File: config.mk
export PLATFORM = sky130hd
export DESIGN_NAME = sa_acc_top
export DESIGN_NICKNAME = d
export VERILOG_FILES = /design/src/source/sa_acc_pkg.sv /design/src/source/mac_pe.sv /design/src/source/systolic_array.sv /design/src/source/acc_fifo.sv /design/src/source/psum_acc.sv /design/src/source/tile_ctrl.sv /design/src/source/phase_counter.sv /design/src/source/sa_acc_top.sv
export VERILOG_INCLUDE_DIRS = /design/src /design/src/source
export SDC_FILE = /design/constraint.sdc
export NUM_CORES = 2
export LEC_CHECK = 0
export ABC_AREA = 1
export BUFFER_PORTS_ARGS = -buffer_cell sky130_fd_sc_hd__buf_2
export CORE_MARGIN = 2
export CORE_UTILIZATION = 55
export DETAILED_ROUTE_END_ITERATION = 10
export PLACE_DENSITY = 0.73
export SLEW_MARGIN = 20
export SYNTH_ARGS = -nofsm -noshare
export SYNTH_HDL_FRONTEND = slang
export SYNTH_SLANG_ARGS = --single-unit
File: constraint.sdc
create_clock -name clk -period 5.8 [get_ports clk]
set_clock_uncertainty 0.2 [all_clocks]
set_input_delay 1.16 -clock clk [delete_from_list [all_inputs] [get_ports clk]]
set_output_delay 1.16 -clock clk [all_outputs]
set_load 0.02 [all_outputs]
File: src/source/sa_acc_config.svh
`ifndef SA_ACC_CONFIG_SVH
`define SA_ACC_CONFIG_SVH

// Array geometry
`define SA_PE_SIZE       4

// Operand and accumulator widths
`define SA_DATA_WIDTH    8     // Activation, weight, output
`define SA_PSUM_WIDTH    32

// Vectors per pass, also entries per column FIFO
`define SA_FIFO_DEPTH    4

// Output slice ends at bit SA_SLICING_IDX-1
`define SA_SLICING_IDX   16

// Drain-out time of the skewed array, 2 x PE_SIZE
`define SA_FLUSH_CYCLES  8

`endif

File: src/source/sa_acc_pkg.sv
`default_nettype none

`include "sa_acc_config.svh"

package sa_acc_pkg;

    // Scalar widths
    typedef logic [`SA_DATA_WIDTH-1:0]       data_t;    // Activation or weight
    typedef logic [`SA_PSUM_WIDTH-1:0]       psum_t;    // Partial sum
    typedef logic [$clog2(`SA_PE_SIZE)-1:0]  idx_t;     // Row or column select

    // Row bundles, column 0 sits in the top slot
    typedef data_t [0:`SA_PE_SIZE-1] data_row_t;
    typedef psum_t [0:`SA_PE_SIZE-1] psum_row_t;
    typedef logic  [`SA_PE_SIZE-1:0] col_mask_t;        // One bit per column

    // One weight row write
    typedef struct packed {
        logic      we;
        idx_t      row;
        data_row_t data;
    } wgt_wr_t;

    // Pass command, drain sampled with start
    typedef struct packed {
        logic start;
        logic drain;
    } pass_cmd_t;

    typedef enum logic [1:0] {
        ST_IDLE,
        ST_FEED,    // Taking activation vectors
        ST_FLUSH,   // Waiting for the last column
        ST_DRAIN    // Reading FIFOs out
    } ctrl_state_t;

endpackage

`default_nettype wire

File: src/source/mac_pe.sv
`timescale 1ns/1ps
`default_nettype none

module mac_pe (
    input  wire                      clk,
    input  wire                      arst_n_i,
    input  wire                      w_load_i,    // Weight write strobe
    input  wire  sa_acc_pkg::data_t  w_i,
    input  wire  sa_acc_pkg::data_t  a_i,         // From the left neighbour
    input  wire                      a_valid_i,
    input  wire  sa_acc_pkg::psum_t  psum_i,      // From the PE above
    output sa_acc_pkg::data_t        a_o,         // To the right neighbour
    output logic                     a_valid_o,
    output sa_acc_pkg::psum_t        psum_o       // To the PE below
);
    import sa_acc_pkg::*;

    data_t w_q;     // Stationary weight

    always_ff @(posedge clk or negedge arst_n_i) begin
        if (!arst_n_i) begin
            w_q <= '0;
        end else if (w_load_i) begin
            w_q <= w_i;
        end
    end

    // Activation hop and MAC stage share one register slot
    always_ff @(posedge clk or negedge arst_n_i) begin
        if (!arst_n_i) begin
            a_o       <= '0;
            a_valid_o <= 1'b0;
            psum_o    <= '0;
        end else begin
            a_valid_o <= a_valid_i;     // Valid always moves
            if (a_valid_i) begin
                a_o    <= a_i;
                // Unsigned product, wraps at 32 bits
                psum_o <= psum_i + psum_t'(a_i) * psum_t'(w_q);
            end
        end
    end

endmodule

`default_nettype wire

File: src/source/systolic_array.sv
`timescale 1ns/1ps
`default_nettype none

`include "sa_acc_config.svh"

module systolic_array (
    input  wire                          clk,
    input  wire                          arst_n_i,
    input  wire  sa_acc_pkg::wgt_wr_t    wgt_wr_i,
    input  wire                          act_valid_i,    // Already gated to feed phase
    input  wire  sa_acc_pkg::data_row_t  act_i,
    output sa_acc_pkg::col_mask_t        psum_valid_o,   // Column c, N+c cycles after feed
    output sa_acc_pkg::psum_row_t        psum_row_o
);
    import sa_acc_pkg::*;

    localparam int N = `SA_PE_SIZE;

    // Horizontal links, column N is the open right edge
    data_t a_link [0:N-1][0:N];
    logic  v_link [0:N-1][0:N];

    // Vertical links, row 0 is tied to zero
    psum_t p_link [0:N][0:N-1];

    // Input skew, row r delayed by r stages
    for (genvar r = 0; r < N; r++) begin : g_skew
        if (r == 0) begin : g_direct
            assign a_link[0][0] = act_i[0];
            assign v_link[0][0] = act_valid_i;
        end else begin : g_delay
            data_t        sk_d [0:r-1];
            logic [r-1:0] sk_v;

            always_ff @(posedge clk or negedge arst_n_i) begin
                if (!arst_n_i) begin
                    for (int k = 0; k < r; k++) begin
                        sk_d[k] <= '0;
                    end
                    sk_v <= '0;
                end else begin
                    sk_d[0] <= act_i[r];
                    sk_v[0] <= act_valid_i;
                    for (int k = 1; k < r; k++) begin   // Shift along
                        sk_d[k] <= sk_d[k-1];
                        sk_v[k] <= sk_v[k-1];
                    end
                end
            end

            assign a_link[r][0] = sk_d[r-1];
            assign v_link[r][0] = sk_v[r-1];
        end
    end

    // PE grid
    for (genvar r = 0; r < N; r++) begin : g_row
        logic w_load;   // Row select decode

        assign w_load = wgt_wr_i.we && (wgt_wr_i.row == idx_t'(r));

        for (genvar c = 0; c < N; c++) begin : g_col
            mac_pe u_pe (
                .clk       (clk),
                .arst_n_i  (arst_n_i),
                .w_load_i  (w_load),
                .w_i       (wgt_wr_i.data[c]),
                .a_i       (a_link[r][c]),
                .a_valid_i (v_link[r][c]),
                .psum_i    (p_link[r][c]),
                .a_o       (a_link[r][c+1]),
                .a_valid_o (v_link[r][c+1]),
                .psum_o    (p_link[r+1][c])
            );
        end
    end

    // Column edges
    for (genvar c = 0; c < N; c++) begin : g_edge
        assign p_link[0][c]    = '0;
        assign psum_row_o[c]   = p_link[N][c];
        // Bottom PE forwards its valid in step with its psum register
        assign psum_valid_o[c] = v_link[N-1][c+1];
    end

endmodule

`default_nettype wire

File: src/source/acc_fifo.sv
`timescale 1ns/1ps
`default_nettype none

module acc_fifo #(
    parameter int DEPTH = 4
) (
    input  wire                      clk,
    input  wire                      arst_n_i,
    input  wire                      wr_en_i,
    input  wire                      rd_en_i,
    input  wire  sa_acc_pkg::psum_t  wdata_i,
    output sa_acc_pkg::psum_t        rdata_o,     // Head, no read needed
    output logic                     full_o,
    output logic                     empty_o
);
    import sa_acc_pkg::*;

    localparam int PW = (DEPTH > 1) ? $clog2(DEPTH) : 1;
    localparam int CW = $clog2(DEPTH + 1);

    psum_t         mem [0:DEPTH-1];
    logic [PW-1:0] wr_ptr_q;
    logic [PW-1:0] rd_ptr_q;
    logic [CW-1:0] count_q;
    logic          do_wr;
    logic          do_rd;

    // Wrap at DEPTH, also for non power of two
    function automatic logic [PW-1:0] ptr_inc(input logic [PW-1:0] p);
        return (p == PW'(DEPTH - 1)) ? '0 : p + 1'b1;
    endfunction

    assign full_o  = (count_q == CW'(DEPTH));
    assign empty_o = (count_q == '0);

    assign do_rd = rd_en_i && !empty_o;
    assign do_wr = wr_en_i && (!full_o || do_rd);   // Full plus read keeps it full

    assign rdata_o = mem[rd_ptr_q];   // Fall-through head

    always_ff @(posedge clk) begin
        if (do_wr) begin
            mem[wr_ptr_q] <= wdata_i;
        end
    end

    always_ff @(posedge clk or negedge arst_n_i) begin
        if (!arst_n_i) begin
            wr_ptr_q <= '0;
            rd_ptr_q <= '0;
            count_q  <= '0;
        end else begin
            if (do_wr) begin
                wr_ptr_q <= ptr_inc(wr_ptr_q);
            end
            if (do_rd) begin
                rd_ptr_q <= ptr_inc(rd_ptr_q);
            end
            case ({do_wr, do_rd})
                2'b10:   count_q <= count_q + 1'b1;
                2'b01:   count_q <= count_q - 1'b1;
                default: count_q <= count_q;    // Idle or both
            endcase
        end
    end

endmodule

`default_nettype wire

File: src/source/psum_acc.sv
`timescale 1ns/1ps
`default_nettype none

`include "sa_acc_config.svh"

module psum_acc (
    input  wire                          clk,
    input  wire                          arst_n_i,
    input  wire  sa_acc_pkg::col_mask_t  psum_valid_i,   // Per-column write strobe
    input  wire  sa_acc_pkg::psum_row_t  psum_row_i,
    input  wire                          rd_en_i,        // Drain read, all columns
    output sa_acc_pkg::data_row_t        out_row_o
);
    import sa_acc_pkg::*;

    localparam int N = `SA_PE_SIZE;

    psum_t     head  [0:N-1];   // FIFO heads
    psum_t     wdata [0:N-1];   // Sum to store
    col_mask_t full;            // Doubles as accumulate enable
    col_mask_t rd;

    for (genvar c = 0; c < N; c++) begin : g_col
        // Zero feedback until the first pass has filled the FIFO
        assign wdata[c] = psum_row_i[c] + (full[c] ? head[c] : '0);

        // Pop the consumed head while accumulating, or drain
        assign rd[c] = (psum_valid_i[c] & full[c]) | rd_en_i;

        acc_fifo #(
            .DEPTH (`SA_FIFO_DEPTH)
        ) u_fifo (
            .clk      (clk),
            .arst_n_i (arst_n_i),
            .wr_en_i  (psum_valid_i[c]),
            .rd_en_i  (rd[c]),
            .wdata_i  (wdata[c]),
            .rdata_o  (head[c]),
            .full_o   (full[c]),
            .empty_o  ()
        );

        // Quantized output slice
        assign out_row_o[c] = head[c][`SA_SLICING_IDX-1 -: `SA_DATA_WIDTH];
    end

endmodule

`default_nettype wire

File: src/source/tile_ctrl.sv
`timescale 1ns/1ps
`default_nettype none

`include "sa_acc_config.svh"

module tile_ctrl (
    input  wire                          clk,
    input  wire                          arst_n_i,
    input  wire  sa_acc_pkg::pass_cmd_t  cmd_i,
    input  wire                          act_valid_i,
    output logic                         cnt_load_o,
    output logic [3:0]                   cnt_val_o,
    output logic                         cnt_en_o,
    input  wire                          cnt_zero_i,    // Phase done
    output logic                         feed_o,        // Gated activation strobe
    output logic                         rd_en_o,
    output logic                         busy_o,
    output logic                         done_o
);
    import sa_acc_pkg::*;

    ctrl_state_t state_q;
    ctrl_state_t state_d;
    logic        drain_q;   // Drain flag of the running pass

    always_ff @(posedge clk or negedge arst_n_i) begin
        if (!arst_n_i) begin
            state_q <= ST_IDLE;
            drain_q <= 1'b0;
        end else begin
            state_q <= state_d;
            if (state_q == ST_IDLE && cmd_i.start) begin
                drain_q <= cmd_i.drain;
            end
        end
    end

    // Next state and counter reloads
    always_comb begin
        state_d    = state_q;
        cnt_load_o = 1'b0;
        cnt_val_o  = '0;
        done_o     = 1'b0;
        case (state_q)
            ST_IDLE: begin
                if (cmd_i.start) begin
                    state_d    = ST_FEED;
                    cnt_load_o = 1'b1;
                    cnt_val_o  = 4'(`SA_FIFO_DEPTH);    // Vectors to take
                end
            end
            ST_FEED: begin
                if (cnt_zero_i) begin
                    state_d    = ST_FLUSH;
                    cnt_load_o = 1'b1;
                    cnt_val_o  = 4'(`SA_FLUSH_CYCLES);
                end
            end
            ST_FLUSH: begin
                if (cnt_zero_i) begin
                    if (drain_q) begin
                        state_d    = ST_DRAIN;
                        cnt_load_o = 1'b1;
                        cnt_val_o  = 4'(`SA_FIFO_DEPTH);    // Rows to read
                    end else begin
                        state_d = ST_IDLE;
                        done_o  = 1'b1;     // Sums stay in the FIFOs
                    end
                end
            end
            ST_DRAIN: begin
                if (cnt_zero_i) begin
                    state_d = ST_IDLE;
                    done_o  = 1'b1;
                end
            end
            default: state_d = ST_IDLE;
        endcase
    end

    assign feed_o   = act_valid_i && (state_q == ST_FEED);
    // Feed counts vectors, other phases count cycles
    assign cnt_en_o = (state_q == ST_FEED) ? act_valid_i : (state_q != ST_IDLE);
    assign rd_en_o  = (state_q == ST_DRAIN);
    assign busy_o   = (state_q != ST_IDLE);

endmodule

`default_nettype wire

File: src/source/phase_counter.sv
`timescale 1ns/1ps
`default_nettype none

module phase_counter (
    input  wire        clk,
    input  wire        arst_n_i,
    input  wire        load_i,
    input  wire  [3:0] load_val_i,
    input  wire        en_i,
    output logic       zero_o       // Step from one to zero
);

    logic [3:0] cnt_q;

    // Load wins over count
    always_ff @(posedge clk or negedge arst_n_i) begin
        if (!arst_n_i) begin
            cnt_q <= '0;
        end else if (load_i) begin
            cnt_q <= load_val_i;
        end else if (en_i && cnt_q != '0) begin
            cnt_q <= cnt_q - 1'b1;
        end
    end

    assign zero_o = en_i && (cnt_q == 4'd1);

endmodule

`default_nettype wire

File: src/source/sa_acc_top.sv
`timescale 1ns/1ps
`default_nettype none

module sa_acc_top (
    input  wire                          clk,
    input  wire                          arst_n_i,
    input  wire  sa_acc_pkg::wgt_wr_t    wgt_wr_i,
    input  wire  sa_acc_pkg::pass_cmd_t  cmd_i,
    input  wire                          act_valid_i,
    input  wire  sa_acc_pkg::data_row_t  act_i,
    output logic                         out_valid_o,
    output sa_acc_pkg::data_row_t        out_row_o,
    output logic                         busy_o,
    output logic                         done_o
);
    import sa_acc_pkg::*;

    wgt_wr_t   wgt_wr_g;     // Weight write, blocked while busy
    col_mask_t psum_valid;
    psum_row_t psum_row;
    logic      feed;
    logic      rd_en;
    logic      busy;
    logic      cnt_load;
    logic      cnt_en;
    logic      cnt_zero;
    logic [3:0] cnt_val;

    assign wgt_wr_g = '{we: wgt_wr_i.we & ~busy, row: wgt_wr_i.row, data: wgt_wr_i.data};

    systolic_array u_array (
        .clk          (clk),
        .arst_n_i     (arst_n_i),
        .wgt_wr_i     (wgt_wr_g),
        .act_valid_i  (feed),
        .act_i        (act_i),
        .psum_valid_o (psum_valid),
        .psum_row_o   (psum_row)
    );

    psum_acc u_acc (
        .clk          (clk),
        .arst_n_i     (arst_n_i),
        .psum_valid_i (psum_valid),
        .psum_row_i   (psum_row),
        .rd_en_i      (rd_en),
        .out_row_o    (out_row_o)
    );

    tile_ctrl u_ctrl (
        .clk         (clk),
        .arst_n_i    (arst_n_i),
        .cmd_i       (cmd_i),
        .act_valid_i (act_valid_i),
        .cnt_load_o  (cnt_load),
        .cnt_val_o   (cnt_val),
        .cnt_en_o    (cnt_en),
        .cnt_zero_i  (cnt_zero),
        .feed_o      (feed),
        .rd_en_o     (rd_en),
        .busy_o      (busy),
        .done_o      (done_o)
    );

    phase_counter u_cnt (
        .clk        (clk),
        .arst_n_i   (arst_n_i),
        .load_i     (cnt_load),
        .load_val_i (cnt_val),
        .en_i       (cnt_en),
        .zero_o     (cnt_zero)
    );

    assign out_valid_o = rd_en;     // Drain reads are the output rows
    assign busy_o      = busy;

endmodule

`default_nettype wire

==> results.md <==
* Core Area at 0.140 mm2
* First-pass GRT wire length at approximately 300,000 um
* Tcrit/Tclk final at around three quarters
* Final min period at 4.45 ns
* Synth top area cells: fa_1 (19%), dfrtp_1 (18%), nand2_1 (15%)
* Critical Path AT at about 4.9 ns
* Hold Vio Cnt, Final at 0
* Cells after Synth at ~10,000
* Setup crit end kind: register
* Die Wd at about 380 um
* Final nets at between 10,000 and 15,000
* Area grow syn2layout at 6.13%
* ANT nets after route at 0
* Drc violations at 0
* Largest net degree at the start of global routing at between 100 and 150
* Crit path kind: register to register
* Synth async-reset ratio at 69.0%
* WP data required at 6.21 ns
* Seq/Total Area, Yosys at between 20 and 30%
* Vias in the first global route at between 60,000 and 70,000
* Post-synthesis cell area at about 0.078 mm2
* CTS tree: built
* Die H at roughly 380 um
* Most common cell after layout, fill and taps aside: nand2_1
* Layout cells sized above 1 at under 10%
* Later-pin clock latency in the skew report at about 0.74 ns
* Synth Net Count at between 10,000 and 15,000
* Gr ovfl total at 0
* Startpoint types: register
* Max clock buf depth at 3
* CTS Root Cell: clkbuf_16
* Yosys warnings at 0
* Hold_buf cts at 0
* Most frequent cells in the layout: nand2_1 (3,025), inv_1 (2,648), fa_1 (752)
* Post-Syn Area per Cell at roughly 7.6 um2
* PostCTS Resize Cnt at 0
* GPL Wtd Cong at 0.903
* DP Wirelength at between 100,000 and 150,000 um
* H-tree levels at 3
* Largest area contributor in the netlist: fa_1
* Worst Path Max Fanout at 10
* Die Area at approximately 0.14 mm2
* Post-synth EDFFs at 256
* Slew @ Worst Pin at between 0.9 and 1 ns
* Vias per cell at between 5 and 6
* Setup TNS at 0 ns
* Pre-antenna DRT Iters at 6
* # Post-CTS Setup Buffers at 0
* GRT Total Usage at between 20% and 30%
* Synth cell types at 39
* Antenna violations before repair at 4
* Port buffer count at around 110
* Min-Delay Path Class: register to register
* Unrepaired setup endpoints after global routing: false
* DR iter-0 viols at slightly below 4,000
* Routed len/inst at ~15 um
* IO Pins at about 110
* Normalized max-slew margin at between 30% and 40%
* Total CTS buffers at 96
* Top_reg_cell synth: dfrtp_1
* #FFs+latches synth at slightly above 800
* Status: complete, no violations
* Clock slew at reported path FFs at roughly 0.070 ns
* Clock sinks at 826
* Pins Over Slew Limit at 0
* Top cell type's share of synthesized area at between 10% and 20%
* Initial Util at between 50 and 60%
* FMAX at 225 MHz
* Row count at 137
* Drt total wl at between 150,000 and 200,000 um
* Max Cap Viol at 0
* Final number of setup-violating endpoints at 0
* Via count of the routed design at 60,100
==> critical path, stage by stage, from the launching register on <==
cell and delay (ns):
dfrtp_1 0.58, nand2_1 0.13, fa_1 0.52, inv_1 0.05, fa_1 0.51, inv_1 0.05
fa_1 0.46, fa_1 0.54, inv_1 0.04, ha_1 0.35, nand2_1 0.10, nand3_1 0.20
nand2_1 0.11, nand2_1 0.06, or2_2 0.27, nand3_1 0.08, nand2_1 0.06
==> per-stage QoR <==
step / instances / utilization [%] / hold slack [ns] / setup WS [ns] / area, um2
after floorplan: 10100 / - / 0.131 / 0.811 / 77600
after global placement: 11800 / 56.6 / 0.132 / 0.650 / 79100
after detailed placement: 11800 / 56.6 / 0.135 / 0.652 / 79100
after CTS: 11900 / 58.9 / 0.132 / 1.32 / 82300
after global routing: 11900 / 58.9 / 0.147 / 1.09 / 82300
final: 11900 / 58.9 / 0.127 / 1.35 / 82300
==> worst paths after layout <==
check,start,endpoint,cells after the start,slack [ns]
min in group asynchronous,arst_n_i,u_acc.g_col[3].u_fifo.rd_ptr_q[1],1,0.26
worst max register to register,u_array.g_row[2].g_col[0].u_pe.a_o[5],u_array.g_row[2].g_col[1].u_pe.psum_o[9],16,1.35
worst min-delay path,u_array.g_skew[3].g_delay.sk_d[10],u_array.a_link[34],0,0.13
worst min register to register,u_array.g_skew[3].g_delay.sk_d[10],u_array.a_link[34],0,0.13
worst max-delay path,u_array.g_row[2].g_col[0].u_pe.a_o[5],u_array.g_row[2].g_col[1].u_pe.psum_o[9],16,1.35
max in group asynchronous,arst_n_i,u_array.g_row[0].g_col[0].u_pe.psum_o[6],2,3.90
==> metal layers <==
layer | track usage [%] | vias up | part of all wire (%)
li1 | - | 29500 | -
met1 | 32.4 | 29100 | 43
met2 | 44.0 | 1234 | 49
met3 | 2.97 | 303 | 4.5
met4 | 7.78 | 2 | 3.0
met5 | 0 | - | 0.0075
==> cell usage after synthesis (7+ instances only) <==
| library cell | instances |
|---|---|
| o21ai_2 | 35 |
| or2_2 | 20 |
| ha_1 | 651 |
| xor2_1 | 60 |
| nand3b_1 | 16 |
| buf_2 | 45 |
| buf_6 | 9 |
| buf_4 | 9 |
| inv_1 | 2650 |
| inv_2 | 8 |
| o21bai_1 | 7 |
| nor3_1 | 7 |
| nor2_1 | 454 |
| a31oi_1 | 12 |
| a21oi_1 | 212 |
| xnor2_1 | 55 |
| o21ai_0 | 441 |
| and2_1 | 12 |
| buf_1 | 13 |
| clkbuf_1 | 320 |
| nand3_1 | 366 |
| fa_1 | 752 |
| dfrtp_1 | 570 |
| edfxtp_1 | 256 |
| nand2_1 | 3025 |
| nand4_1 | 71 |
| o21ai_1 | 36 |
==> cell families after synthesis <==
group	count (synthesis)	synth area share (%)
simple gates	3980	20.4
fa+ha+maj	1403	29.9
xor+xnor	115	1.30
buf+inv	3065	15.0
flops	826	28.3
compound gates	753	5.10
==> layout make-up <==
| type | count | area, um2 |
|---|---|---|
| fill | 12500 | 57400 |
| multi-input combinational | 6251 | 44000 |
| sequential | 826 | 22000 |
| inverter | 2663 | 10000 |
| clock buffer | 127 | 2710 |
| tap | 1876 | 2350 |
| timing repair buffer | 134 | 801 |
| clock inverter | 51 | 558 |
| antenna | 4 | 10.0 |
==> state kept, by name, indices dropped and copies added (netlist names) <==
register and cells:
u_array.g_skew.g_delay.sk_d 32, u_acc.g_col.u_fifo.mem 256, u_array.a_link 16, u_acc.g_col.u_fifo.count_q 12, u_acc.g_col.u_fifo.wr_ptr_q 8, u_array.g_row.g_col.u_pe.a_o 96
u_ctrl.drain_q 1, u_array.g_row.g_col.u_pe.a_valid_o 4, u_cnt.cnt_q 4, u_array.g_row.g_col.u_pe.psum_o 256, u_array.g_row.g_col.u_pe.w_q 128, u_acc.g_col.u_fifo.rd_ptr_q 8
u_array.g_skew.g_delay.sk_v 3, u_ctrl.state_q 2
Power is left out: the tool's default activity adds up to more than one toggle a clock period on the data nets, which glitch-free logic cannot reach.
